### src/hdl/alu_pkg.sv
package alu_pkg;

   ////////////////////////////////////////////////////////////////////////////
   // widths
   ////////////////////////////////////////////////////////////////////////////

   // every datapath unit works on bytes of this width
   localparam int data_w = 8;

   // the opcode is four bits wide and splits into two fields of two bits
   localparam int op_w = 4;
   localparam int fn_w = 2;

   // position of each field inside the split view of the opcode
   localparam int grp_idx = 1;
   localparam int fn_idx  = 0;

   ////////////////////////////////////////////////////////////////////////////
   // opcode
   ////////////////////////////////////////////////////////////////////////////

   // the same four bits are seen either as one raw code or as a group/function pair
   // the group lives in the upper field and the function in the lower one
   typedef union packed {
      logic [op_w-1:0]      code;
      logic [1:0][fn_w-1:0] fields;
   } op_u;

   // group codes pick which unit answers the operation
   localparam logic [fn_w-1:0] grp_add   = 2'd0;
   localparam logic [fn_w-1:0] grp_cmp   = 2'd1;
   localparam logic [fn_w-1:0] grp_logic = 2'd2;
   localparam logic [fn_w-1:0] grp_shift = 2'd3;

   // adder functions, the upper bit marks a subtraction
   localparam logic [fn_w-1:0] fn_add = 2'd0;
   localparam logic [fn_w-1:0] fn_adc = 2'd1;
   localparam logic [fn_w-1:0] fn_sub = 2'd2;
   localparam logic [fn_w-1:0] fn_sbb = 2'd3;

   // comparator functions, code 3 is reserved and returns zero
   localparam logic [fn_w-1:0] fn_flags = 2'd0;
   localparam logic [fn_w-1:0] fn_min   = 2'd1;
   localparam logic [fn_w-1:0] fn_max   = 2'd2;

   // logic functions
   localparam logic [fn_w-1:0] fn_and = 2'd0;
   localparam logic [fn_w-1:0] fn_or  = 2'd1;
   localparam logic [fn_w-1:0] fn_xor = 2'd2;
   localparam logic [fn_w-1:0] fn_not = 2'd3;

   // shift register functions
   localparam logic [fn_w-1:0] fn_load = 2'd0;
   localparam logic [fn_w-1:0] fn_shr  = 2'd1;
   localparam logic [fn_w-1:0] fn_shl  = 2'd2;
   localparam logic [fn_w-1:0] fn_read = 2'd3;

endpackage

### src/hdl/alu_add8.sv
`timescale 1ns/1ps

module alu_add8 (
   input  logic                       clk,
   input  logic                       arst_n,
   input  logic                       en,
   input  logic [alu_pkg::fn_w-1:0]   func,
   input  logic [alu_pkg::data_w-1:0] data_in1,
   input  logic [alu_pkg::data_w-1:0] data_in2,
   output logic [alu_pkg::data_w-1:0] add_res,
   output logic                       carry
);

   import alu_pkg::*;

   // high for subtract and subtract with borrow
   logic              sub;
   // second operand after the optional inversion
   logic [data_w-1:0] b_op;
   // carry into the low bit
   logic              cin;
   // one bit wider than the data to catch the carry out
   logic [data_w:0]   sum;
   // flag value that the next enabled edge stores
   logic              carry_nxt;

   assign sub  = (func == fn_sub) || (func == fn_sbb);
   assign b_op = sub ? ~data_in2 : data_in2;

   // subtraction is a + ~b + 1, so a stored borrow removes that extra one
   always_comb begin
      unique case (func)
         fn_add:  cin = 1'b0;
         fn_adc:  cin = carry;
         fn_sub:  cin = 1'b1;
         fn_sbb:  cin = ~carry;
         default: cin = 1'b0;
      endcase
   end

   // a single adder covers all four functions
   assign sum     = {1'b0, data_in1} + {1'b0, b_op} + {{data_w{1'b0}}, cin};
   assign add_res = sum[data_w-1:0];

   // after a subtraction a missing carry out means a borrow took place
   assign carry_nxt = sub ? ~sum[data_w] : sum[data_w];

   // the flag only moves when the adder group is active
   always_ff @(posedge clk or negedge arst_n) begin
      if (!arst_n) begin
         carry <= 1'b0;
      end else if (en) begin
         carry <= carry_nxt;
      end
   end

endmodule

### src/hdl/alu_cmp8.sv
`timescale 1ns/1ps

module alu_cmp8 (
   input  logic [alu_pkg::data_w-1:0] data_in1,
   input  logic [alu_pkg::data_w-1:0] data_in2,
   input  logic [alu_pkg::fn_w-1:0]   func,
   output logic [alu_pkg::data_w-1:0] cmp_res
);

   import alu_pkg::*;

   // unsigned magnitude relations, each computed a single time
   logic gt;
   logic eq;
   logic lt;

   assign gt = (data_in1 > data_in2);
   assign eq = (data_in1 == data_in2);
   assign lt = (data_in1 < data_in2);

   ////////////////////////////////////////////////////////////////////////////
   // result forming
   ////////////////////////////////////////////////////////////////////////////

   // the flag word puts greater on bit 2, equal on bit 1 and less on bit 0
   // the upper bits of the flag word stay at zero
   // minimum and maximum reuse the same relations instead of new comparators
   always_comb begin
      cmp_res = '0;
      unique case (func)
         fn_flags: begin
            cmp_res[2:0] = {gt, eq, lt};
         end
         fn_min: begin
            cmp_res = lt ? data_in1 : data_in2;
         end
         fn_max: begin
            cmp_res = gt ? data_in1 : data_in2;
         end
         default: begin
            // the reserved code keeps the zero set above
            cmp_res = '0;
         end
      endcase
   end

   // when the operands are equal both choices give the same byte
   // so min and max need no tie rule

endmodule

### src/hdl/alu_ctrl.sv
`timescale 1ns/1ps

module alu_ctrl (
   input  logic                       clk,
   input  logic                       arst_n,
   input  alu_pkg::op_u               op,
   input  logic [alu_pkg::data_w-1:0] add_res,
   input  logic [alu_pkg::data_w-1:0] cmp_res,
   input  logic [alu_pkg::data_w-1:0] logic_res,
   input  logic [alu_pkg::data_w-1:0] shift_res,
   output logic [alu_pkg::fn_w-1:0]   func,
   output logic                       add_en,
   output logic                       shift_en,
   output logic [alu_pkg::data_w-1:0] data_out
);

   import alu_pkg::*;

   // group field of the current opcode
   logic [fn_w-1:0]   grp;

   // result of the unit that the group selects, before the output register
   logic [data_w-1:0] res_sel;

   ////////////////////////////////////////////////////////////////////////////
   // opcode decode
   ////////////////////////////////////////////////////////////////////////////

   // the upper field names the unit and the lower field goes to every unit as is
   assign grp  = op.fields[grp_idx];
   assign func = op.fields[fn_idx];

   // only the adder and the shift register hold state
   // so only those two need an enable to keep their state quiet
   // when another group is running
   assign add_en   = (grp == grp_add);
   assign shift_en = (grp == grp_shift);

   ////////////////////////////////////////////////////////////////////////////
   // result selection
   ////////////////////////////////////////////////////////////////////////////

   // all four units compute every cycle and the group picks one answer
   // this takes the place of the demux/mux pair around the units
   always_comb begin
      unique case (grp)
         grp_add: begin
            res_sel = add_res;
         end
         grp_cmp: begin
            res_sel = cmp_res;
         end
         grp_logic: begin
            res_sel = logic_res;
         end
         grp_shift: begin
            res_sel = shift_res;
         end
         default: begin
            res_sel = '0;
         end
      endcase
   end

   ////////////////////////////////////////////////////////////////////////////
   // output register
   ////////////////////////////////////////////////////////////////////////////

   // the answer appears on data_out right after the edge that sampled op
   // which gives the one cycle latency of the whole block
   // the carry flag and the shift register move on the same edge
   always_ff @(posedge clk or negedge arst_n) begin
      if (!arst_n) begin
         data_out <= '0;
      end else begin
         data_out <= res_sel;
      end
   end

endmodule

### src/hdl/alu_logic8.sv
`timescale 1ns/1ps

module alu_logic8 (
   input  logic [alu_pkg::data_w-1:0] data_in1,
   input  logic [alu_pkg::data_w-1:0] data_in2,
   input  logic [alu_pkg::fn_w-1:0]   func,
   output logic [alu_pkg::data_w-1:0] logic_res
);

   import alu_pkg::*;

   // bitwise operations with no state and no carry
   // not takes only the first operand and ignores the second
   always_comb begin
      unique case (func)
         fn_and: begin
            logic_res = data_in1 & data_in2;
         end
         fn_or: begin
            logic_res = data_in1 | data_in2;
         end
         fn_xor: begin
            logic_res = data_in1 ^ data_in2;
         end
         fn_not: begin
            logic_res = ~data_in1;
         end
         default: begin
            logic_res = '0;
         end
      endcase
   end

endmodule

### src/hdl/alu_regdec.sv
`timescale 1ns/1ps

module alu_regdec (
   input  logic                       clk,
   input  logic                       arst_n,
   input  logic                       en,
   input  logic [alu_pkg::fn_w-1:0]   func,
   input  logic [alu_pkg::data_w-1:0] data_in1,
   input  logic                       ser_in,
   output logic [alu_pkg::data_w-1:0] shift_res
);

   import alu_pkg::*;

   // stored shift register contents
   logic [data_w-1:0] sreg;
   // value the register takes at the next enabled edge
   logic [data_w-1:0] sreg_nxt;

   ////////////////////////////////////////////////////////////////////////////
   // next value
   ////////////////////////////////////////////////////////////////////////////

   // a right shift feeds the serial bit into the top
   // a left shift feeds it into the bottom
   // read simply holds the current value
   always_comb begin
      unique case (func)
         fn_load: begin
            sreg_nxt = data_in1;
         end
         fn_shr: begin
            sreg_nxt = {ser_in, sreg[data_w-1:1]};
         end
         fn_shl: begin
            sreg_nxt = {sreg[data_w-2:0], ser_in};
         end
         fn_read: begin
            sreg_nxt = sreg;
         end
         default: begin
            sreg_nxt = sreg;
         end
      endcase
   end

   // the result is the value after the operation
   // so the output register and sreg take the same byte on the same edge
   assign shift_res = sreg_nxt;

   ////////////////////////////////////////////////////////////////////////////
   // storage
   ////////////////////////////////////////////////////////////////////////////

   // the register only moves when the shift group is active
   // so other groups never disturb its contents
   always_ff @(posedge clk or negedge arst_n) begin
      if (!arst_n) begin
         sreg <= '0;
      end else if (en) begin
         sreg <= sreg_nxt;
      end
   end

endmodule

### src/hdl/alu_top.sv
`timescale 1ns/1ps

module alu_top (
   input  logic                       clk,
   input  logic                       arst_n,
   input  logic [alu_pkg::op_w-1:0]   op,
   input  logic [alu_pkg::data_w-1:0] data_in1,
   input  logic [alu_pkg::data_w-1:0] data_in2,
   output logic [alu_pkg::data_w-1:0] data_out,
   output logic                       carry
);

   import alu_pkg::*;

   // function field shared by all units
   logic [fn_w-1:0]   func;

   // enables for the two units that keep state
   logic              add_en;
   logic              shift_en;

   // unit results going back to the control module
   logic [data_w-1:0] add_res;
   logic [data_w-1:0] cmp_res;
   logic [data_w-1:0] logic_res;
   logic [data_w-1:0] shift_res;

   ////////////////////////////////////////////////////////////////////////////
   // control
   ////////////////////////////////////////////////////////////////////////////

   // the raw opcode enters here and is split into its two fields
   alu_ctrl u_ctrl (
      .clk       (clk),
      .arst_n    (arst_n),
      .op        (op),
      .add_res   (add_res),
      .cmp_res   (cmp_res),
      .logic_res (logic_res),
      .shift_res (shift_res),
      .func      (func),
      .add_en    (add_en),
      .shift_en  (shift_en),
      .data_out  (data_out)
   );

   ////////////////////////////////////////////////////////////////////////////
   // datapath units
   ////////////////////////////////////////////////////////////////////////////

   // adder and subtractor, also the owner of the carry flag
   alu_add8 u_add8 (
      .clk      (clk),
      .arst_n   (arst_n),
      .en       (add_en),
      .func     (func),
      .data_in1 (data_in1),
      .data_in2 (data_in2),
      .add_res  (add_res),
      .carry    (carry)
   );

   alu_cmp8 u_cmp8 (
      .data_in1 (data_in1),
      .data_in2 (data_in2),
      .func     (func),
      .cmp_res  (cmp_res)
   );

   alu_logic8 u_logic8 (
      .data_in1  (data_in1),
      .data_in2  (data_in2),
      .func      (func),
      .logic_res (logic_res)
   );

   // bit 0 of the second operand is the serial input for both shift directions
   alu_regdec u_regdec (
      .clk       (clk),
      .arst_n    (arst_n),
      .en        (shift_en),
      .func      (func),
      .data_in1  (data_in1),
      .ser_in    (data_in2[0]),
      .shift_res (shift_res)
   );

endmodule

### config.mk
export PLATFORM = sky130hd
export DESIGN_NAME = alu_top
export DESIGN_NICKNAME = d
export VERILOG_FILES = /design/src/hdl/alu_pkg.sv /design/src/hdl/alu_add8.sv /design/src/hdl/alu_cmp8.sv /design/src/hdl/alu_ctrl.sv /design/src/hdl/alu_logic8.sv /design/src/hdl/alu_regdec.sv /design/src/hdl/alu_top.sv
export SDC_FILE = /design/constraint.sdc
export NUM_CORES = 1
export LEC_CHECK = 0
export ABC_AREA = 1
export BUFFER_PORTS_ARGS = -buffer_cell sky130_fd_sc_hd__buf_2
export CAP_MARGIN = 15
export CORE_AREA = 2 2 74 76
export DETAILED_ROUTE_END_ITERATION = 8
export DIE_AREA = 0 0 76 78
export GPL_ROUTABILITY_DRIVEN = 1
export PLACE_DENSITY = 0.79
export SLEW_MARGIN = 40
export SYNTH_ARGS = -nofsm -noshare
export SYNTH_HDL_FRONTEND = slang
export SYNTH_SLANG_ARGS = --single-unit
### constraint.sdc
create_clock -name clk -period 6 [get_ports clk]
set_input_delay 1.2 -clock clk [delete_from_list [all_inputs] [get_ports clk]]
set_output_delay 1.2 -clock clk [all_outputs]
set_load 0.005 [all_outputs]
==> results.py <==
metrics = {
    "run_status": {
        "status": "complete, no violations",
    },
    "sta": {
        "hold_viol": 0,
        "fin_tns_setup_ns": 0,
        "skew_ns": 0.00103,
        "max_freq_mhz": 247,
        "tightest_slew_ns": 0.757,
        "maxSlewHeadroom_pct": 49.5,
        "slew_violations": 0,
        "fin_crit_ns": 4.06,
        "fin_crit_sh_pct": 67.6,
        "rsz0062_at_grt": "no",
        "setup_violations": 0,
    },
    "clock_network": {
        "clock-root-buffer": "clkbuf_8",
        "cts.path.max_buffers": 2,
        "clkSinkCount": 17,
        "insertion_delay_ns": 0.24,
        "htreeDepth": 1,
        "cts_made_buffers": 3,
        "ctsResizeCount": 0,
        "post_cts_buffers": 0,
        "cts_hold_buf": 0,
        "clk_pin_slew_worst_paths_ns": 0.06,
        "cts_tree": "built",
    },
    "synth": {
        "avgSynthCellArea_um2": 7.18,
        "synth_nets": 410,
        "syn_area_um2": 2510,
        "synth_seq_cells": 17,
        "synth-simple-area-share_pct": 28.3,
        "synth_top_family_by_area": "simple AND/OR/NAND/NOR gates",
        "synth.area.mux_share_pct": 0,
        "yosysUniqueCellTypes": 34,
        "synthArstFlopShare_pct": 100,
        "synthAdderAreaFrac_pct": 20.1,
        "synth_compound_area_share_pct": 22.2,
        "ys.flop_type": "dfrtp_1",
        "synth-xor-area-share_pct": 3.49,
        "synth_edf_count": 0,
        "synthCells": 349,
        "ys_seq_area_share_pct": 17.0,
        "yosysWarnings": 0,
    },
    "place": {
        "port_buffers": 30,
        "place.gp.congestion": 0.888,
        "dp_hpwl_mm": 5.12,
    },
    "setup_path": {
        "crit_family": "adder cells",
        "path_cells": "buf_2 -> inv_1 -> ha_1 -> inv_1 -> o21ai_0 -> fa_1 -> fa_1 -> o21ai_0 -> nand2_1 -> nand2_1 -> nand2_1 -> nand2_1 -> a21oi_1 -> o21ai_0 -> nand3_2",
        "crit_fanout": 25,
        "worstPathRequired_ns": 6.12,
        "path_class": "in2reg",
        "cp.arrival_ns": 4.18,
        "cp-end-kind": "flip-flop",
        "crit_top_cell": "nand2_1",
        "worst_setup_path_start_kind": "input port",
        "crit_buf_inv": 3,
        "critPathMaxStageDelay_ns": 0.51,
        "critPathSlowestCell": "inv_1",
    },
    "pwr": {
        "leakagePower_nw": 1.44,
        "netSwitchingPower_mw": 0.186,
        "seqPwrFrac_pct": 32.8,
        "p_comb_share_pct": 49.3,
        "power.density_nw_per_um2": 166,
        "p_int_mw": 0.266,
        "switching_share_pct": 41.1,
        "total_power_mw": 0.452,
        "ir_drop_uv": 83.4,
        "p_clk_share_pct": 17.9,
    },
    "drt": {
        "remaining_drc_errors": 0,
        "drt_pass1_iterations": 5,
        "viasPerCell": 5.54,
        "wl_per_cell_um": 14.7,
        "wl_mm": 6.49,
        "ant_nets": 0,
        "drt_iter0_drc": 267,
        "vias": 2447,
    },
    "grt": {
        "grt_overflow": 0,
        "antenna_found_initial": 0,
        "grtUsageMet1_pct": 30.2,
        "grt_pass1_vias": 2395,
        "grt_pass1_wl_mm": 11.3,
        "grt_usage_pct": 23.1,
        "gr-max-usage-layer": "met2",
        "use_met3_pct": 1.98,
        "met2_usage_pct": 40.2,
        "grt_max_degree": 27,
    },
    "floorplanning": {
        "core_area_um2": 5040,
        "die_x_um": 76,
        "rows": 26,
        "start_util_pct": 49.7,
        "chipHeight_um": 78,
        "die_area_um2": 5930,
        "ios": 31,
    },
    "final_layout": {
        "drive_gt1_share_pct": 18.0,
        "num-fill-cells": 500,
        "final_common_cell": "nand2_1",
        "antenna_cells": 0,
        "final_cell_mix": "nand2_1 (69), inv_1 (40), ha_1 (36)",
        "area_growth_syn_to_layout_pct": 8.69,
        "multi_input_area_um2": 1860,
        "regArea_um2": 425,
        "num-nets-final": 434,
    },
    "run": {
        "drv_cap": 0,
    },
    "min_path": {
        "hold_class": "reg2reg",
    },
}
[power groups by stage]
stage	registers (mW)	logic [mW]	clock network, mW
final	0.148	0.223	0.0809
after global routing	0.151	0.249	0.0901
after CTS	0.148	0.220	0.0839
after detailed placement	0.149	0.220	0
after global placement	0.149	0.213	0
after floorplan	0.149	0.159	0
[kinds of logic (layout without fill, tap and decap cells)]
logic type	count (synthesis)	count (layout)
AOI/OAI and AO/OA	86	86
xor gates and xnor gates	10	10
adders and majority gates	39	39
buffers and inverters	52	75
DFF	17	17
and+or+nand+nor	145	145
[cell usage after synthesis, types with 2 or more instances]
master	instances	area share, %
or2_2	5	1.2
nor2_1	30	4.5
inv_1	40	6.0
clkbuf_1	3	0.45
nand2_4	3	1.3
o21ai_0	25	5.0
fa_1	2	1.6
nand2_1	69	10
nand2_2	2	0.50
a22oi_1	3	0.90
nor2_4	3	1.3
ha_1	37	18
dfrtp_1	17	17
buf_6	3	1.3
o211ai_2	5	2.5
buf_2	4	0.80
a21o_1	9	2.7
o211ai_1	4	1.2
a221oi_1	5	1.7
a31oi_1	9	2.2
nand3_1	21	4.2
nand3_2	9	3.6
xor2_1	9	3.1
a21oi_1	22	4.4
[state kept, by name, indices dropped and copies added, names as in the netlist]
register / count
u_add8.carry: 1
u_regdec.sreg: 8
u_ctrl.data_out: 8
[per-layer routing]
metal	share of wire, %	up-vias
met4	1.9	0
met5	0	-
met3	6.3	13
li1	-	1220
met2	47	104
met1	45	1110
[worst register-to-register path, stage by stage (launching register included)]
cell	delay (ns)
dfrtp_1	0.41
o21ai_0	0.19
o21ai_0	0.12
fa_1	0.46
fa_1	0.42
o21ai_0	0.28
nand2_1	0.11
nand2_1	0.07
nand2_1	0.05
nand2_1	0.07
a21oi_1	0.05
o21ai_0	0.10
nand3_2	0.10
[layout make-up]
type                       count  share of cell area [%]
multi-input combinational    280                    68.2
sequential                    17                    15.6
tap                           70                    3.22
inverter                      40                    5.51
clock inverter                 1                   0.184
timing repair buffer          31                    5.79
clock buffer                   3                    1.52
[through the flow]
stage	setup WS, ns	util, %	instances	instance area, um^2	hold WS, ns
after floorplan	2.26	-	349	2510	0.472
after global placement	1.65	53.1	438	2680	0.508
after detailed placement	1.75	53.1	438	2680	0.514
after CTS	2.01	54.0	442	2720	0.536
after global routing	1.58	54.0	442	2720	0.570
final	1.94	54.0	442	2720	0.548
[worst paths after layout]
kind	from	end	slack [ns]	cells after the start
setup / recovery	op[0]	u_ctrl.data_out[6]$_DFF_PN0_	1.94	15
hold / removal	u_regdec.sreg[7]$_DFFE_PN0N_	u_regdec.sreg[7]$_DFFE_PN0N_	0.55	1
setup reg to reg	u_add8.carry$_DFFE_PN0N_	u_ctrl.data_out[6]$_DFF_PN0_	3.44	12
hold reg to reg	u_regdec.sreg[7]$_DFFE_PN0N_	u_regdec.sreg[7]$_DFFE_PN0N_	0.55	1
max in group asynchronous	arst_n	u_ctrl.data_out[5]$_DFF_PN0_	4.88	1
min in group asynchronous	arst_n	u_ctrl.data_out[1]$_DFF_PN0_	0.86	1
Power figures use the tool's default switching activity.
